==> src/common/rename_pkg.sv <==
// sizes assume 8 ROB entries and 32 registers; tag 0 is reserved as "no producer"
package rename_pkg;

    // architectural register file
    localparam int NUM_ARCH_REGS = 32;
    localparam int REG_IDX_W     = 5;

    // reorder buffer, tags run 1..ROB_DEPTH
    localparam int ROB_DEPTH = 8;
    localparam int ROB_TAG_W = 4;

    // register index as it arrives from decode
    typedef logic [REG_IDX_W-1:0] reg_idx_t;

    // producer tag, zero when the value lives in the register file
    typedef logic [ROB_TAG_W-1:0] rob_tag_t;

    // one map table slot
    // t_plus set means the result is done and parked in the ROB
    typedef struct packed {
        rob_tag_t rob_tag;
        logic     t_plus;
    } map_entry_t;

endpackage

==> src/common/rename_ifs.sv <==
// complete_vec is indexed by tag 1..ROB_DEPTH; new_tag reads 0 while the ROB is full
`timescale 1ns/10ps

// allocation, completion and squash traffic around the ROB tracker
interface rob_alloc_if import rename_pkg::*; ();

    logic               alloc;
    reg_idx_t           alloc_dest;
    rob_tag_t           new_tag;
    logic               full;
    logic [ROB_DEPTH:1] complete_vec;
    logic               squash_valid;
    rob_tag_t           squash_tag;

    // dispatch side
    modport resolver (
        output alloc,
        output alloc_dest,
        input  new_tag,
        input  full,
        input  squash_valid
    );

    modport rob (
        input  alloc,
        input  alloc_dest,
        output new_tag,
        output full,
        output complete_vec,
        input  squash_valid,
        input  squash_tag
    );

    // map table needs the tail tag for snapshots and completions for restore
    modport map (
        input complete_vec,
        input new_tag,
        input squash_valid,
        input squash_tag
    );

endinterface


==> src/rename/rob_tracker.sv <==
// tracks tags only, no result data; squash_tag must be an allocated entry and cdb_tag a live one
`timescale 1ns/10ps

module rob_tracker import rename_pkg::*; (
    input  logic       clock,
    input  logic       reset,
    rob_alloc_if.rob   alloc,
    input  logic       cdb_valid,
    input  rob_tag_t   cdb_tag,
    output logic       retire_valid,
    output rob_tag_t   retire_tag,
    output reg_idx_t   retire_dest
);

    // oldest entry and next free slot
    rob_tag_t             head;
    rob_tag_t             tail;
    logic [ROB_TAG_W-1:0] count;

    reg_idx_t             dest [1:ROB_DEPTH];
    logic [ROB_DEPTH:1]   complete;

    logic                 full;
    // entries that survive a squash, head through squash_tag
    logic [ROB_TAG_W-1:0] kept;

    // tags wrap from ROB_DEPTH back to 1
    function automatic rob_tag_t next_tag(input rob_tag_t t);
        return (t == rob_tag_t'(ROB_DEPTH)) ? rob_tag_t'(1) : t + rob_tag_t'(1);
    endfunction

    // how far an entry sits behind the head, 0 for the head itself
    function automatic logic [ROB_TAG_W-1:0] age_of(input rob_tag_t t, input rob_tag_t h);
        return (t >= h) ? t - h : t + rob_tag_t'(ROB_DEPTH) - h;
    endfunction

    assign full = (count == ROB_TAG_W'(ROB_DEPTH));
    assign kept = age_of(alloc.squash_tag, head) + ROB_TAG_W'(1);

    // no tag is offered while full, which also protects the head checkpoint
    assign alloc.new_tag      = full ? '0 : tail;
    assign alloc.full         = full;
    assign alloc.complete_vec = complete;

    // retire whenever the head is done, never stalled
    assign retire_valid = (count != '0) && complete[head];
    assign retire_tag   = head;
    assign retire_dest  = dest[head];

    always_ff @(posedge clock) begin
        if (reset) begin
            head     <= rob_tag_t'(1);
            tail     <= rob_tag_t'(1);
            count    <= '0;
            complete <= '0;
        end else begin
            if (alloc.alloc) begin
                complete[tail] <= 1'b0;
                tail           <= next_tag(tail);
            end
            if (cdb_valid && cdb_tag != '0) begin
                complete[cdb_tag] <= 1'b1;
            end
            if (retire_valid) begin
                complete[head] <= 1'b0;
                head           <= next_tag(head);
            end
            count <= count + ROB_TAG_W'(alloc.alloc) - ROB_TAG_W'(retire_valid);

            // squash drops everything younger than squash_tag
            if (alloc.squash_valid) begin
                tail  <= next_tag(alloc.squash_tag);
                count <= kept - ROB_TAG_W'(retire_valid);
                for (int t = 1; t <= ROB_DEPTH; t++) begin
                    if (age_of(rob_tag_t'(t), head) >= kept) begin
                        complete[t] <= 1'b0;
                    end
                end
            end
        end
    end

    // destination per entry, payload only
    always_ff @(posedge clock) begin
        if (alloc.alloc) begin
            dest[tail] <= alloc.alloc_dest;
        end
    end

endmodule

==> src/flat_wrapper.sv <==
// flat-port wrapper written by rule: the top's interface ports become plain ports
module rob_tracker_flat import rename_pkg::*;
  (clock, reset, cdb_valid, cdb_tag, retire_valid, retire_tag, retire_dest, alloc_alloc, alloc_alloc_dest, alloc_new_tag, alloc_full, alloc_complete_vec, alloc_squash_valid, alloc_squash_tag);
  rob_alloc_if alloc_i ();
  input  logic clock;
  input  logic reset;
  input  logic cdb_valid;
  input  rob_tag_t cdb_tag;
  output logic retire_valid;
  output rob_tag_t retire_tag;
  output reg_idx_t retire_dest;
  input wire logic [$bits(alloc_i.alloc)-1:0] alloc_alloc;
  input wire logic [$bits(alloc_i.alloc_dest)-1:0] alloc_alloc_dest;
  output wire logic [$bits(alloc_i.new_tag)-1:0] alloc_new_tag;
  output wire logic [$bits(alloc_i.full)-1:0] alloc_full;
  output wire logic [$bits(alloc_i.complete_vec)-1:0] alloc_complete_vec;
  input wire logic [$bits(alloc_i.squash_valid)-1:0] alloc_squash_valid;
  input wire logic [$bits(alloc_i.squash_tag)-1:0] alloc_squash_tag;
  assign alloc_i.alloc = alloc_alloc;
  assign alloc_i.alloc_dest = alloc_alloc_dest;
  assign alloc_new_tag = alloc_i.new_tag;
  assign alloc_full = alloc_i.full;
  assign alloc_complete_vec = alloc_i.complete_vec;
  assign alloc_i.squash_valid = alloc_squash_valid;
  assign alloc_i.squash_tag = alloc_squash_tag;
  rob_tracker u_core (.clock(clock), .reset(reset), .alloc(alloc_i), .cdb_valid(cdb_valid), .cdb_tag(cdb_tag), .retire_valid(retire_valid), .retire_tag(retire_tag), .retire_dest(retire_dest));
endmodule
==> config.mk <==
export PLATFORM = sky130hd
export DESIGN_NAME = rob_tracker_flat
export DESIGN_NICKNAME = d
export VERILOG_FILES = /design/src/common/rename_pkg.sv /design/src/common/rename_ifs.sv /design/src/rename/rob_tracker.sv /design/src/flat_wrapper.sv
export SDC_FILE = /design/constraint.sdc
export NUM_CORES = 1
export LEC_CHECK = 0
export CAP_MARGIN = 20
export CORE_MARGIN = 3
export CORE_UTILIZATION = 45
export CTS_BUF_LIST = sky130_fd_sc_hd__clkbuf_8
export DETAILED_ROUTE_END_ITERATION = 10
export DONT_BUFFER_PORTS = 1
export PLACE_DENSITY = 0.58
export REMOVE_ABC_BUFFERS = 1
export SYNTH_ARGS = -nofsm -noshare
export SYNTH_HDL_FRONTEND = slang
export SYNTH_SLANG_ARGS = --single-unit
==> constraint.sdc <==
create_clock -name clock -period 3.7 [get_ports clock]
set_input_delay 0.185 -clock clock [delete_from_list [all_inputs] [get_ports clock]]
set_output_delay 0.185 -clock clock [all_outputs]
set_load 0.05 [all_outputs]
==> results.md <==
- First-pass GRT wire length: about 15000 µm
- Commonest cells in the netlist: edfxtp_1 (40), ha_1 (37), inv_1 (34), nor2_1 (24), dfxtp_1 (23)
- Setup TNS: 0 ns
- Power Dens Cells: 492.7 nW/µm²
- Tot GR Track Use: 19.93%
- Wire length on met3: 282 µm
- Synthesized area per cell: 11.48 µm²
- DR WL met2: 4756 µm
- Slew headroom: 38.03%
- Pwr Total: ~2.2 mW
- Area of the multi-input gates: 2143 µm²
- Postcts setup bufs: 0
- Fin util: between 50% and 60%
- Congestion Overflow GR: 0
- Maxcap violations: 0
- Top sig layer: met4
- Share of flip-flops with an asynchronous set or reset: 0%
- Filler cells: ~750
- Pleak: 1.838 nW
- Initial DRC count: 89
- Via/cell ratio: approximately 5.5
- Share of post-route cells with drive strength above 1: 19.41%
- Worst Skew: between 0.015 and 0.02 ns
- Hpwl dp: between 6000 and 7000 µm
- Cts bufs inserted: 9
- DRC viols: 0
- CTS root buf: clkbuf_8
- CORE AREA: ~8400 µm²
- Later-pin clock latency in the skew report: 0.35 ns
- Mapped Cells: 347
- Crit path max fanout: 10
- Die ar.: 10020 µm²
- Max IR drop VDD: 211.2 µV
- Fin crit period: 3.013 ns
- Hold Crit Class: primary input to flop
- Final Hold Viols: 0
- TritonCTS clock tree: built
- Yosys top cell area share: 30.14%
- CP endpoint kind: flop
- Worst Path Arrival: 3.29 ns
- Worst Tran Pin Value: 0.9276 ns
- Reg clk slew, reported paths: 0.08 ns
- Worst Path Required: 3.98 ns
- Number of synthesized flops with an enable pin: 40
- Total Wirelength: 9361 µm
- Seq/Total Area, Yosys: 41.70%
- I/O pin cnt: 41
- Run status: finished clean
- Synth cell types: 45
- Pin count of the biggest net entering global routing: 21
- Instance area at placement: 4192 µm²
- Tcrit/Tclk final: 81.42%
- Register area: 1662 µm²
- Fin area: 4468 µm²
- Count leader, synth: edfxtp_1
- Largest cells by area after synthesis: edfxtp_1 (30%), ha_1 (12%), dfxtp_1 (12%), mux4_2 (6.2%), inv_1 (3.2%)
- Placer Congestion: 0.8013
- Setup CP Type: flop to flop
- Synth warn: 0
- Via count: 2641
- Slew Viols, Final: 0
- DIE WIDTH: 100.1 µm
- Met1 WL: 4140 µm
- Ant diodes: 0
- Initial antenna violation count: 0
- Unrepaired setup endpoints after global routing: false
- Vert. Die Dim: about 100 µm
- Nets: 431
- Synthesis-stage register bit count: 63
- Layout Area Growth over Synthesis: 12.12%
- Port Buf Inserts: 0
- Wirelength per Cell: 19.46 µm
- Initial core utilization: 47.31%
- Post-DRT Antenna Nets: 0
- Longest Clk Path Bufs: 2
- Post-cts hold buffer count: 8
- Clk sinks: 63
- Post-CTS sizing: 0
- Element type at the critical path start: flop
- Highest Clock Rate: 331.9 MHz
- Finish-stage setup viols: 0
- FP Rows: 33
- Synth area leader: edfxtp_1
- Cell Area, Synth: 3985 µm²
- Main flop type after synthesis: edfxtp_1
- Htree depth: 3
- TritonRoute pass-1 iters: 4
- Number of global-route vias before repair: ~2800
[layer usage]
metal,vias up,track usage (%)
met5,-,0
met4,0,7.979
met3,13,3.197
met2,44,35.86
met1,1287,23.71
li1,1297,-
[final timing paths]
kind / start / to / slack [ns] / cells past startpoint
max reg2reg: u_core.retire_tag[1] / u_core.alloc.complete_vec[1] / 0.69 / 12
max: u_core.retire_tag[1] / u_core.alloc.complete_vec[1] / 0.69 / 12
min: reset / u_core.alloc.complete_vec[6] / 0.02 / 2
min reg2reg: u_core.tail[2] / u_core.tail[2] / 0.76 / 2
[cells by family after synthesis]
kind of cell | after synthesis | share of synthesized area (%)
AOI/OAI and AO/OA | 60 | 11.05
xor gates and xnor gates | 20 | 4.929
adders and majority gates | 55 | 17.74
buffers and inverters | 46 | 4.804
DFF | 63 | 41.70
muxes | 23 | 9.796
and+or+nand+nor | 80 | 9.984
[critical path: stages, from the launching register on]
cell and delay [ns]:
dfxtp_1 0.34, inv_1 0.06, ha_1 0.32, ha_1 0.23
fa_1 0.44, nand2b_1 0.17, o221ai_2 0.21, xor2_2 0.14
buf_4 0.19, ha_1 0.24, a21o_1 0.16, maj3_2 0.31
a21oi_1 0.13
[area by class of cell]
cell class / instances / area share [%]
clock buffer: 9 / 2.772
clock inverter: 7 / 1.624
inverter: 34 / 2.856
multi-input combinational: 238 / 47.97
sequential: 63 / 37.19
tap: 105 / 2.940
timing repair buffer: 25 / 4.649
[per-stage QoR]
| stage | cells | hold WS (ns) | setup WS, ns |
|---|---|---|---|
| 2_1_floorplan | 335 | 0.2496 | -0.3622 |
| 5_1_grt | 481 | 0.01155 | 0.4730 |
| 4_1_cts | 481 | 0.008986 | 0.6858 |
| 6_report | 481 | 0.02048 | 0.6874 |
| 3_5_place_dp | 457 | 0.2593 | 0.7104 |
| 3_3_place_gp | 457 | 0.2584 | 0.7870 |
[report_power, final]
group          switching (mW)  total [mW]  leakage, nW  internal, mW
clock network           0.296       0.608       0.0956         0.312
registers              0.0310       0.812        0.550         0.781
logic                   0.453       0.781         1.19         0.328
[state kept, by name, indices dropped and copies added (netlist names), named ones only]
signal                     count
u_core.alloc.complete_vec      8
u_core.count                   4
u_core.dest                   40
u_core.retire_tag              4
u_core.tail                    4
[layout by cell type, fill, tap and decap left out, types with 3 or more instances in the layout]
cell            n
mux2i_1         3
clkbuf_8        9
a211o_1         5
a21oi_1        13
maj3_2         11
nor3_1          3
ha_1           37
o21ai_0         8
edfxtp_1       40
mux2_2          8
a21oi_2         5
buf_4          17
a22oi_1         5
dlygate4sd3_1   8
xor2_1          8
nand2_1        18
a211oi_1        4
xnor2_1        10
nor2b_1        10
inv_1          34
fa_1            5
a311o_1         3
nand3_1        10
dfxtp_1        23
and3_1          4
a21o_1          6
mux4_2         11
and3b_1         4
nor2_1         24
No activity file was read; power rests on OpenSTA's default activity.
