[config.mk]
export PLATFORM = sky130hd
export DESIGN_NAME = operand_resolver_flat
export DESIGN_NICKNAME = d
export VERILOG_FILES = /design/src/common/rename_pkg.sv /design/src/common/rename_ifs.sv /design/src/hw/operand_resolver.sv /design/src/flat_wrapper.sv
export SDC_FILE = /design/constraint.sdc
export NUM_CORES = 1
export LEC_CHECK = 0
export ABC_AREA = 1
export BUFFER_PORTS_ARGS = -buffer_cell sky130_fd_sc_hd__buf_2
export CAP_MARGIN = 5
export CORE_MARGIN = 3
export CORE_UTILIZATION = 29
export DETAILED_ROUTE_END_ITERATION = 8
export GPL_ROUTABILITY_DRIVEN = 0
export PLACE_DENSITY = 0.86
export SETUP_SLACK_MARGIN = 0.4
export SYNTH_ARGS = -nofsm -noshare
export SYNTH_HDL_FRONTEND = slang
export SYNTH_SLANG_ARGS = --single-unit
[constraint.sdc]
create_clock -name vclk -period 0.8
set_clock_uncertainty 0.2 [all_clocks]
set_input_delay 0.08 -clock vclk [all_inputs]
set_output_delay 0.08 -clock vclk [all_outputs]
set_load 0.05 [all_outputs]
[src/common/rename_pkg.sv]
// sizes assume 8 ROB entries and 32 registers; tag 0 is reserved as "no producer"
package rename_pkg;

    // architectural register file
    localparam int NUM_ARCH_REGS = 32;
    localparam int REG_IDX_W     = 5;

    // reorder buffer, tags run 1..ROB_DEPTH
    localparam int ROB_DEPTH = 8;
    localparam int ROB_TAG_W = 4;

    // register index as it arrives from decode
    typedef logic [REG_IDX_W-1:0] reg_idx_t;

    // producer tag, zero when the value lives in the register file
    typedef logic [ROB_TAG_W-1:0] rob_tag_t;

    // one map table slot
    // t_plus set means the result is done and parked in the ROB
    typedef struct packed {
        rob_tag_t rob_tag;
        logic     t_plus;
    } map_entry_t;

endpackage

[src/common/rename_ifs.sv]
// complete_vec is indexed by tag 1..ROB_DEPTH; new_tag reads 0 while the ROB is full
`timescale 1ns/10ps

// allocation, completion and squash traffic around the ROB tracker
interface rob_alloc_if import rename_pkg::*; ();

    logic               alloc;
    reg_idx_t           alloc_dest;
    rob_tag_t           new_tag;
    logic               full;
    logic [ROB_DEPTH:1] complete_vec;
    logic               squash_valid;
    rob_tag_t           squash_tag;

    // dispatch side
    modport resolver (
        output alloc,
        output alloc_dest,
        input  new_tag,
        input  full,
        input  squash_valid
    );

    modport rob (
        input  alloc,
        input  alloc_dest,
        output new_tag,
        output full,
        output complete_vec,
        input  squash_valid,
        input  squash_tag
    );

    // map table needs the tail tag for snapshots and completions for restore
    modport map (
        input complete_vec,
        input new_tag,
        input squash_valid,
        input squash_tag
    );

endinterface

// source lookups and destination write into the map table
interface map_lookup_if import rename_pkg::*; ();

    reg_idx_t   rs1_idx;
    reg_idx_t   rs2_idx;
    map_entry_t rs1_entry;
    map_entry_t rs2_entry;
    logic       write;
    reg_idx_t   write_idx;

    modport resolver (
        output rs1_idx,
        output rs2_idx,
        input  rs1_entry,
        input  rs2_entry,
        output write,
        output write_idx
    );

    modport map (
        input  rs1_idx,
        input  rs2_idx,
        output rs1_entry,
        output rs2_entry,
        input  write,
        input  write_idx
    );

endinterface

[src/hw/operand_resolver.sv]
// purely combinational; source and dest outputs are meaningful only while dispatch_valid is high
`timescale 1ns/10ps

module operand_resolver import rename_pkg::*; (
    input  logic              dispatch_valid,
    input  logic              has_dest,
    input  logic              rs1_valid,
    input  logic              rs2_valid,
    input  reg_idx_t          dest_idx,
    input  reg_idx_t          rs1_idx,
    input  reg_idx_t          rs2_idx,
    input  logic              cdb_valid,
    input  rob_tag_t          cdb_tag,
    map_lookup_if.resolver    lookup,
    rob_alloc_if.resolver     alloc,
    output logic              dispatch_ready,
    output rob_tag_t          dest_tag,
    output rob_tag_t          rs1_tag,
    output rob_tag_t          rs2_tag,
    output logic              rs1_ready,
    output logic              rs2_ready
);

    logic fire;

    // unused sources read as tag 0
    function automatic rob_tag_t src_tag(input logic valid, input map_entry_t e);
        return valid ? e.rob_tag : '0;
    endfunction

    // ready from the register file, from the ROB, or off the CDB this cycle
    function automatic logic src_ready(
        input logic       valid,
        input map_entry_t e,
        input logic       cv,
        input rob_tag_t   ct
    );
        return !valid || e.rob_tag == '0 || e.t_plus || (cv && ct == e.rob_tag);
    endfunction

    // a squash in flight always beats dispatch
    assign dispatch_ready = !alloc.full && !alloc.squash_valid;
    assign fire           = dispatch_valid && dispatch_ready;

    assign alloc.alloc      = fire;
    assign alloc.alloc_dest = has_dest ? dest_idx : '0;
    assign dest_tag         = alloc.new_tag;

    // x0 is hardwired, never renamed
    assign lookup.write     = fire && has_dest && dest_idx != '0;
    assign lookup.write_idx = dest_idx;
    assign lookup.rs1_idx   = rs1_idx;
    assign lookup.rs2_idx   = rs2_idx;

    assign rs1_tag   = src_tag(rs1_valid, lookup.rs1_entry);
    assign rs2_tag   = src_tag(rs2_valid, lookup.rs2_entry);
    assign rs1_ready = src_ready(rs1_valid, lookup.rs1_entry, cdb_valid, cdb_tag);
    assign rs2_ready = src_ready(rs2_valid, lookup.rs2_entry, cdb_valid, cdb_tag);

endmodule

[src/flat_wrapper.sv]
// flat-port wrapper written by rule: the top's interface ports become plain ports
module operand_resolver_flat import rename_pkg::*;
  (dispatch_valid, has_dest, rs1_valid, rs2_valid, dest_idx, rs1_idx, rs2_idx, cdb_valid, cdb_tag, dispatch_ready, dest_tag, rs1_tag, rs2_tag, rs1_ready, rs2_ready, lookup_rs1_idx, lookup_rs2_idx, lookup_rs1_entry, lookup_rs2_entry, lookup_write, lookup_write_idx, alloc_alloc, alloc_alloc_dest, alloc_new_tag, alloc_full, alloc_squash_valid);
  map_lookup_if lookup_i ();
  rob_alloc_if alloc_i ();
  input  logic dispatch_valid;
  input  logic has_dest;
  input  logic rs1_valid;
  input  logic rs2_valid;
  input  reg_idx_t dest_idx;
  input  reg_idx_t rs1_idx;
  input  reg_idx_t rs2_idx;
  input  logic cdb_valid;
  input  rob_tag_t cdb_tag;
  output logic dispatch_ready;
  output rob_tag_t dest_tag;
  output rob_tag_t rs1_tag;
  output rob_tag_t rs2_tag;
  output logic rs1_ready;
  output logic rs2_ready;
  output wire logic [$bits(lookup_i.rs1_idx)-1:0] lookup_rs1_idx;
  output wire logic [$bits(lookup_i.rs2_idx)-1:0] lookup_rs2_idx;
  input wire logic [$bits(lookup_i.rs1_entry)-1:0] lookup_rs1_entry;
  input wire logic [$bits(lookup_i.rs2_entry)-1:0] lookup_rs2_entry;
  output wire logic [$bits(lookup_i.write)-1:0] lookup_write;
  output wire logic [$bits(lookup_i.write_idx)-1:0] lookup_write_idx;
  output wire logic [$bits(alloc_i.alloc)-1:0] alloc_alloc;
  output wire logic [$bits(alloc_i.alloc_dest)-1:0] alloc_alloc_dest;
  input wire logic [$bits(alloc_i.new_tag)-1:0] alloc_new_tag;
  input wire logic [$bits(alloc_i.full)-1:0] alloc_full;
  input wire logic [$bits(alloc_i.squash_valid)-1:0] alloc_squash_valid;
  assign lookup_rs1_idx = lookup_i.rs1_idx;
  assign lookup_rs2_idx = lookup_i.rs2_idx;
  assign lookup_i.rs1_entry = lookup_rs1_entry;
  assign lookup_i.rs2_entry = lookup_rs2_entry;
  assign lookup_write = lookup_i.write;
  assign lookup_write_idx = lookup_i.write_idx;
  assign alloc_alloc = alloc_i.alloc;
  assign alloc_alloc_dest = alloc_i.alloc_dest;
  assign alloc_i.new_tag = alloc_new_tag;
  assign alloc_i.full = alloc_full;
  assign alloc_i.squash_valid = alloc_squash_valid;
  operand_resolver u_core (.dispatch_valid(dispatch_valid), .has_dest(has_dest), .rs1_valid(rs1_valid), .rs2_valid(rs2_valid), .dest_idx(dest_idx), .rs1_idx(rs1_idx), .rs2_idx(rs2_idx), .cdb_valid(cdb_valid), .cdb_tag(cdb_tag), .lookup(lookup_i), .alloc(alloc_i), .dispatch_ready(dispatch_ready), .dest_tag(dest_tag), .rs1_tag(rs1_tag), .rs2_tag(rs2_tag), .rs1_ready(rs1_ready), .rs2_ready(rs2_ready));
endmodule
==> out/metrics.cfg, run 1 <==
[logic_synthesis]
yosys_warnings = 0
ys_top_cells_by_area = buf_4 (31%), nand2_1 (28%), inv_1 (17%)
syn_area_sq_um = 454
syn-num-nets = 135
synthCells = 95
yosysSeqAreaShare = 0
yosysMostFrequentCell = nand2_1
synth_top_cells_by_count = nand2_1 (34), inv_1 (21), buf_4 (19)
synth_top_cell_area_share = 0.314
yosys.area.top_type = buf_4
syn_area_per_cell_sq_um = 4.78
ys_types = 9

[cts]
postCtsResizedCells = 130
cts_setup_buffers = 0

[die]
die_h_um = 45.6
ios = 77
fp-row-count = 13
die-width_um = 45.6
initial_core_util = 0.329

[placement]
dpl.hpwl_um = 1530
port-buffer-count = 49

[outcome]
tool.error = [ERROR DPL-0038] Utilization greater than 100%, impossible to legalize
haltStage = clock tree synthesis (4_1_cts)
outcome = did not finish

through the flow:
stage	area [sq um]	setup slack, ps	hold WS (ps)	std cells
after global placement	1050	-328	-39.6	160
after detailed placement	1050	-350	-39.6	160
after floorplan	992	-587	13.4	95
logic make-up after synthesis:
| family | Yosys count | share of synthesized area |
|---|---|---|
| simple gates | 52 | 0.463 |
| xor+xnor | 2 | 0.0386 |
| buf+inv | 40 | 0.488 |
| compound gates | 1 | 0.0110 |
==> run 2: changes to the inputs <==
--- a/config.mk
+++ b/config.mk
@@ -8,12 +8,11 @@
 export ABC_AREA = 1
 export BUFFER_PORTS_ARGS = -buffer_cell sky130_fd_sc_hd__buf_2
 export CAP_MARGIN = 5
-export CORE_MARGIN = 3
-export CORE_UTILIZATION = 29
+export CORE_AREA = 3 3 64 66
 export DETAILED_ROUTE_END_ITERATION = 8
+export DIE_AREA = 0 0 67 69
 export GPL_ROUTABILITY_DRIVEN = 0
-export PLACE_DENSITY = 0.86
-export SETUP_SLACK_MARGIN = 0.4
+export PLACE_DENSITY_LB_ADDON = 0.15
 export SYNTH_ARGS = -nofsm -noshare
 export SYNTH_HDL_FRONTEND = slang
 export SYNTH_SLANG_ARGS = --single-unit
==> out/metrics.cfg, run 2 <==
[outcome]
outcome = finished, violations left  ; was did not finish
violations = negative hold slack, negative setup slack

[placement]
dpl.hpwl_um = 1380  ; was 1530 um
post-place-cells = 177  ; was 160
port-buffer-count = 49  ; unchanged

[logic_synthesis]
yosys.area.top_type = buf_4  ; unchanged
yosysSeqAreaShare = 0  ; unchanged
muxShareOfSynthArea = 0  ; unchanged
syn_area_sq_um = 454  ; unchanged
synth_top_family_by_area = buffers and inverters  ; unchanged
syn_area_per_cell_sq_um = 4.78  ; unchanged
synthCells = 95  ; unchanged
yosysMostFrequentCell = nand2_1  ; unchanged
ys_top_cells_by_area = buf_4 (31%), nand2_1 (28%), inv_1 (17%)  ; unchanged
synthAdderAreaFrac = 0  ; unchanged
synth-compound-area-share = 0.0110  ; unchanged
synth_top_cell_area_share = 0.314  ; unchanged
synthSimpleGateAreaFrac = 0.463  ; unchanged
synth_xor_area_frac = 0.0386  ; unchanged
yosys_warnings = 0  ; unchanged
syn-num-nets = 135  ; unchanged
synth_top_cells_by_count = nand2_1 (34), inv_1 (21), buf_4 (19)  ; unchanged
ys_types = 9  ; unchanged

[layout]
final.fill_count = 410
final_cells = 179
final_util = 0.282
numSequentialCells = 0
seq_area_sq_um = 0
drive_above_1_share = 0.725
nClkBuffers = 0
syn_to_final_growth_pct = 125
final_cell_mix = buf_6 (21), nand2_1 (19), buf_2 (16)
n_antenna_cell = 0
fin_nets = 173
layout_commonest_cell = buf_6

[power]
ir_drop_uv = 200
clkPwrFrac = 0
p_per_area_mw_per_mm2 = 700
p_sw_frac = 0.575
seq_power_share = 0
p_leak_uw = 0.000575
p_comb_frac = 1.000
internal-power_uw = 304
p_switching_uw = 412

[timing]
slew_violations = 0
rsz0062_at_grt = true
finalCriticalPeriod_ps = 1030
tightest_slew_ps = 236
setup_ws_ps = -232
slew_headroom = 0.842
fin_setup_tns_ps = -809
final.period_utilization = 1.29
hold_ws_ps = -40.0
setup_violations = 9
max_freq_mhz = 969
hold_viol = 14

[die]
coreArea_sq_mm = 0.00363
die_h_um = 69  ; was 45.6 um
die-width_um = 67  ; was 45.6 um
ios = 77  ; unchanged
dieArea_sq_mm = 0.00462
fp-row-count = 22  ; was 13
initial_core_util = 0.125  ; was 0.329

[setup_path]
cp_max_fo = 2
path_cells = buf_8, nor3b_4, nand2_2, a21oi_4, buf_6
slowest_delay_ps = 200
critPathKind = in -> out
worst_path_max_delay_cell = nor3b_4
cp.required_ps = 520
cp.arrival_ps = 750
cp-start-kind = input pin
end_kind = output pin

[global_routing]
grt.overflow.total = 0
grtUsageTotal = 0.0708
first_global_vias = 637
grt_pass1_wl_um = 2750
grt_max_degree = 7
grt_antenna_before_repair = 0

[run]
drv_cap = 0

[routing]
drcViolationCount = 0
avgViaCountPerCell = 3.62
first_pass_iters = 4
routed-via-count = 648
drt-total-wl_um = 1790
final_antenna_net_count = 0
drtIter0Drc = 9
wl_per_cell_um = 9.98

[hold_path]
hold_path_class = in -> out

-- run 2: final cells by class --
class              count  area, sq um  area share
repair buffers        55          549       0.537
well taps             48         60.1      0.0587
inverters             21         81.3      0.0795
multi-input cells     55          333       0.325
-- run 2: power groups by stage --
stage | sequential, uW | combinational [uW] | clock, uW
after floorplan | 0 | 533 | 0
after global placement | 0 | 513 | 0
after detailed placement | 0 | 511 | 0
after CTS | 0 | 651 | 0
after global routing | 0 | 758 | 0
final | 0 | 716 | 0
-- run 2: critical path: cells and delay by family --
family,cells,cell delay (ps)
buffers and inverters,2,270
AOI/OAI and AO/OA,1,110
and+or+nand+nor,2,290
-- run 2: timing repair --
action | in CTS | in global routing
gates resized for setup | 73 | 35
setup buffers | 0 | 2
pin swaps | 17 | 17
hold endpoints to repair | 14 | 14
endpoints found under the setup margin | 18 | 18
-- run 2: path summary, 6_finish.rpt --
path	from	end	slack [ps]	depth (start not counted)
max	alloc_full	lookup_write	-230	5
min	alloc_new_tag[0]	dest_tag[0]	-40	0
-- run 2: per-stage QoR --
step / total power, uW / setup WS, ps / hold WS, ps / cell area (sq um)
floorplan: 533 / -587 / 26.3 / 489
global placement: 513 / -387 / -39.6 / 682
detailed placement: 511 / -375 / -39.6 / 682
CTS: 651 / -243 / -39.6 / 922
global route: 758 / -276 / -39.9 / 1020
finish: 716 / -232 / -40.0 / 1020
-- run 2: cell families after synthesis --
kind of cell | count (synthesis)
and+or+nand+nor | 52
buffers and inverters | 40
xor gates and xnor gates | 2
AOI/OAI and AO/OA | 1
-- run 2: layer usage --
layer | vias up | wire length, um | global-route usage | share of wire
met5 | - | 0 | 0 | 0
met2 | 19 | 1010 | 0.138 | 0.57
met1 | 296 | 653 | 0.0830 | 0.37
met3 | 4 | 88 | 0.00651 | 0.049
li1 | 329 | - | - | -
met4 | 0 | 29 | 0.00676 | 0.016
(Power assumes the default switching activity.)
==> run 3: changes to the inputs <==
--- a/config.mk
+++ b/config.mk
@@ -13,6 +13,7 @@
 export DIE_AREA = 0 0 67 69
 export GPL_ROUTABILITY_DRIVEN = 0
 export PLACE_DENSITY_LB_ADDON = 0.15
+export RECOVER_POWER = 100
 export SYNTH_ARGS = -nofsm -noshare
 export SYNTH_HDL_FRONTEND = slang
 export SYNTH_SLANG_ARGS = --single-unit
==> out/metrics.cfg, run 3 (same netlist as run 2, synthesis figures left out) <==
[setup_path]
crit_start = alloc_full  ; unchanged
cp.depth = 5  ; unchanged
critPathKind = in -> out  ; unchanged
cp.required_ps = 520  ; about the same
cp.arrival_ps = 750  ; about the same
end_kind = output pin  ; unchanged
slowest_delay_ps = 200  ; about the same
cp_max_fo = 2  ; unchanged
critical-path-top-delay-family = simple AND/OR/NAND/NOR gates  ; unchanged
cp-start-kind = input pin  ; unchanged
crit_end = lookup_write  ; unchanged
worst_path_max_delay_cell = nor3b_4  ; unchanged
path_cells = buf_8, nor3b_4, nand2_2, a21oi_4, buf_6  ; unchanged
path_buf_inv = 2  ; unchanged

[routing]
routed-via-count = 647  ; was 648
drtIter0Drc = 8  ; was 9
wl_per_cell_um = 9.98  ; unchanged
drt-total-wl_um = 1790  ; unchanged
drcViolationCount = 0  ; unchanged
avgViaCountPerCell = 3.61  ; was 3.62
first_pass_iters = 4  ; unchanged
final_antenna_net_count = 0  ; unchanged

[timing]
setup_ws_ps = -232  ; about the same
tightest_slew_ps = 277  ; was 236 ps
fin_setup_tns_ps = -806  ; was -809 ps
final.period_utilization = 1.29  ; about the same
max_freq_mhz = 969  ; about the same
hold_ws_ps = -40.0  ; unchanged
rsz0062_at_grt = true  ; unchanged
setup_violations = 9  ; unchanged
slew_violations = 0  ; unchanged
hold_viol = 14  ; unchanged
slew_headroom = 0.816  ; was 0.842
finalCriticalPeriod_ps = 1030  ; about the same

[power]
p_leak_uw = 0.000576  ; was 0.000575 uW
seq_power_share = 0  ; about the same
p_per_area_mw_per_mm2 = 700  ; about the same
clkPwrFrac = 0  ; about the same
ir_drop_uv = 200  ; about the same
internal-power_uw = 304  ; about the same
p_sw_frac = 0.576  ; was 0.575
p_switching_uw = 412  ; about the same
total_power_uw = 716  ; about the same
p_comb_frac = 1.000  ; about the same

[layout]
numSequentialCells = 0  ; unchanged
layout_commonest_cell = buf_6  ; unchanged
seq_area_sq_um = 0  ; unchanged
drive_above_1_share = 0.725  ; unchanged
n_antenna_cell = 0  ; unchanged
nClkBuffers = 0  ; unchanged
fin_nets = 173  ; unchanged
syn_to_final_growth_pct = 125  ; unchanged
post-route-cell-area_sq_mm = 0.00102  ; unchanged
final_util = 0.282  ; unchanged
final_cell_mix = buf_6 (21), nand2_1 (19), inv_2 (14)  ; was buf_6 (21), nand2_1 (19), buf_2 (16)

[die]
fp-row-count = 22  ; unchanged
coreArea_sq_mm = 0.00363  ; unchanged
die-width_um = 67  ; unchanged
initial_core_util = 0.125  ; unchanged
ios = 77  ; unchanged
die_h_um = 69  ; unchanged
dieArea_sq_mm = 0.00462  ; unchanged

[placement]
dpl.hpwl_um = 1380  ; unchanged
port-buffer-count = 49  ; unchanged
placed_cell_area_sq_um = 682  ; unchanged

[run]
drv_cap = 0  ; unchanged

[global_routing]
grt_pass1_wl_um = 2750  ; unchanged
grtUsageTotal = 0.0708  ; unchanged
first_global_vias = 637  ; unchanged
grt_max_degree = 7  ; unchanged
grt_antenna_before_repair = 0  ; unchanged
grt.overflow.total = 0  ; unchanged

[outcome]
outcome = finished, violations left  ; unchanged
violations = negative hold slack, negative setup slack  ; unchanged

[hold_path]
hold_path_class = in -> out  ; unchanged

## run 3: area by class of cell
cell class | instances | area (sq um)
fillers | 410 | 2610
multi-input cells | 55 | 333
repair buffers | 55 | 549
inverters | 21 | 81.3
well taps | 48 | 60.1
## run 3: power groups by stage
stage | Clock [uW] | Combinational (uW) | Sequential, uW
floorplan | 0 | 533 | 0
global placement | 0 | 513 | 0
detailed placement | 0 | 511 | 0
CTS | 0 | 651 | 0
global route | 0 | 759 | 0
finish | 0 | 716 | 0
## run 3: worst min path at each step
stage          slack, ps  cells past startpoint                 to               start
6_report             -40                      0        dest_tag[0]    alloc_new_tag[0]
5_1_grt              -40                      0        dest_tag[2]    alloc_new_tag[2]
4_1_cts              -40                      0  lookup_rs1_idx[1]          rs1_idx[1]
3_5_place_dp         -40                      0  lookup_rs1_idx[1]          rs1_idx[1]
3_3_place_gp         -40                      0  lookup_rs1_idx[1]          rs1_idx[1]
2_1_floorplan         30                      1        alloc_alloc  alloc_squash_valid
## run 3: layer usage
layer	GRT usage	routed length, um
met1	0.0830	654
met2	0.138	1010
met3	0.00651	88
met4	0.00676	29
met5	0	0
## run 3: through the flow
step	worst slack, ps	instances
3_5_place_dp	-375	177
4_1_cts	-243	177
5_1_grt	-276	179
2_1_floorplan	-587	95
6_report	-232	179
3_3_place_gp	-387	177
## run 3: timing repair
item,in CTS,in global routing
gates resized for setup,73,35
pin swaps,17,17
endpoints found under the hold margin,14,14
endpoints found under the setup margin,18,18
buffers inserted,0,2
==> run 4: changes to the inputs <==
--- a/config.mk
+++ b/config.mk
@@ -8,6 +8,8 @@
 export ABC_AREA = 1
 export BUFFER_PORTS_ARGS = -buffer_cell sky130_fd_sc_hd__buf_2
 export CAP_MARGIN = 5
+export CELL_PAD_IN_SITES_DETAIL_PLACEMENT = 1
+export CELL_PAD_IN_SITES_GLOBAL_PLACEMENT = 1
 export CORE_AREA = 3 3 64 66
 export DETAILED_ROUTE_END_ITERATION = 8
 export DIE_AREA = 0 0 67 69
==> out/metrics.cfg, run 4 (same netlist as run 2, synthesis figures left out) <==
[power]
total_power_uw = 830  ; was 716 uW
p_leak_uw = 0.000656  ; was 0.000576 uW
p_per_area_mw_per_mm2 = 679  ; was 700 mW/mm^2
ir_drop_uv = 198  ; was 200 uV

[routing]
drtIter0Drc = 11  ; was 8
drcViolationCount = 0  ; unchanged
drt-total-wl_um = 2030  ; was 1790 um
final_antenna_net_count = 0  ; unchanged
avgViaCountPerCell = 3.60  ; was 3.61
wl_per_cell_um = 10.9  ; was 9.98 um
routed-via-count = 674  ; was 647
first_pass_iters = 4  ; unchanged

[layout]
syn_to_final_growth_pct = 169  ; was 125%
final_cell_mix = buf_6 (26), buf_8 (22), inv_2 (18)  ; was buf_6 (21), nand2_1 (19), inv_2 (14)
final_cells = 187  ; was 179
post-route-cell-area_sq_mm = 0.00122  ; was 0.00102 sq mm
n_antenna_cell = 0  ; unchanged
final.fill_count = 464  ; was 410
drive_above_1_share = 0.842  ; was 0.725
fin_nets = 181  ; was 173
layout_commonest_cell = buf_6  ; unchanged
seq_area_sq_um = 0  ; unchanged
numSequentialCells = 0  ; unchanged
nClkBuffers = 0  ; unchanged

[setup_path]
cp.arrival_ps = 780  ; was 750 ps
cp_max_fo = 2  ; unchanged
critPathKind = in -> out  ; unchanged
end_kind = output pin  ; unchanged
cp.required_ps = 520  ; about the same
cp-start-kind = input pin  ; unchanged

[die]
dieArea_sq_mm = 0.00462  ; unchanged
initial_core_util = 0.125  ; unchanged
die_h_um = 69  ; unchanged
die-width_um = 67  ; unchanged
fp-row-count = 22  ; unchanged
coreArea_sq_mm = 0.00363  ; unchanged
ios = 77  ; unchanged

[global_routing]
grt_max_degree = 5  ; was 7
grt_pass1_wl_um = 3150  ; was 2750 um
grtUsageTotal = 0.0841  ; was 0.0708
grt.overflow.total = 0  ; unchanged
grt_antenna_before_repair = 0  ; unchanged
first_global_vias = 737  ; was 637

[timing]
finalCriticalPeriod_ps = 1060  ; was 1030 ps
tightest_slew_ps = 331  ; was 277 ps
setup_violations = 13  ; was 9
slew_violations = 0  ; unchanged
hold_viol = 14  ; unchanged
final.period_utilization = 1.32  ; was 1.29
rsz0062_at_grt = true  ; unchanged
setup_ws_ps = -259  ; was -232 ps
hold_ws_ps = -40.0  ; about the same
slew_headroom = 0.778  ; was 0.816
max_freq_mhz = 944  ; was 969 MHz

[placement]
post-place-cells = 186  ; was 177
port-buffer-count = 49  ; unchanged
dpl.hpwl_um = 1520  ; was 1380 um
placed_cell_area_sq_um = 749  ; was 682 sq um
pre_cts_slack_ps = -379  ; was -375 ps

[hold_path]
holdCritStartpoint = alloc_new_tag[2]  ; was alloc_new_tag[0]
hold_end = dest_tag[2]  ; was dest_tag[0]
hold_path_depth = 0  ; unchanged
hold_path_class = in -> out  ; unchanged

[run]
drv_cap = 0  ; unchanged

[outcome]
outcome = finished, violations left  ; unchanged
violations = negative hold slack, negative setup slack  ; unchanged

run 4: critical path, cell delays in order:
cell	delay (ps)
buf_6	100
nor3b_4	210
nand2_2	80
a21oi_4	140
buf_8	160
run 4: layout make-up:
cell class | instances | area, sq um | area share
multi-input combinational | 55 | 370 | 0.303
timing repair buffer | 63 | 706 | 0.577
tap | 48 | 60.1 | 0.0491
inverter | 21 | 86.3 | 0.0706
run 4: worst max path at each step:
stage | from | to | slack [ps] | depth (start not counted)
CTS | cdb_tag[0] | rs2_ready | -250 | 8
global route | alloc_full | lookup_write | -300 | 5
finish | alloc_full | lookup_write | -260 | 5
global placement | cdb_tag[0] | rs2_ready | -380 | 8
floorplan | alloc_full | lookup_write | -590 | 3
detailed placement | alloc_full | lookup_write | -380 | 5
run 4: layer usage:
layer | routed length [um] | global-route usage
met3 | 144 | 0.0114
met1 | 670 | 0.0869
met4 | 16 | 0.0135
met5 | 0 | 0
met2 | 1200 | 0.171
run 4: metrics by stage:
stage / setup TNS (ps) / utilization
2_1_floorplan: -695 / -
3_3_place_gp: -2750 / 0.206
3_5_place_dp: -2880 / 0.206
4_1_cts: -948 / 0.305
5_1_grt: -1210 / 0.336
6_report: -884 / 0.336
run 4: repair_timing:
action / in CTS / in global routing
endpoints found under the hold margin: 14 / 14
setup endpoints to repair: 19 / 19
pin swaps: 25 / 22
gates resized for setup: 113 / 39
cloned: 0 / 0
setup buffers: 1 / 1
run 4: power by group:
group | internal (uW) | switching [uW] | leakage [uW]
clock network | 0 | 0 | 0
registers | 0 | 0 | 0
logic | 383 | 447 | 0.000656
total | 383 | 447 | 0.000656
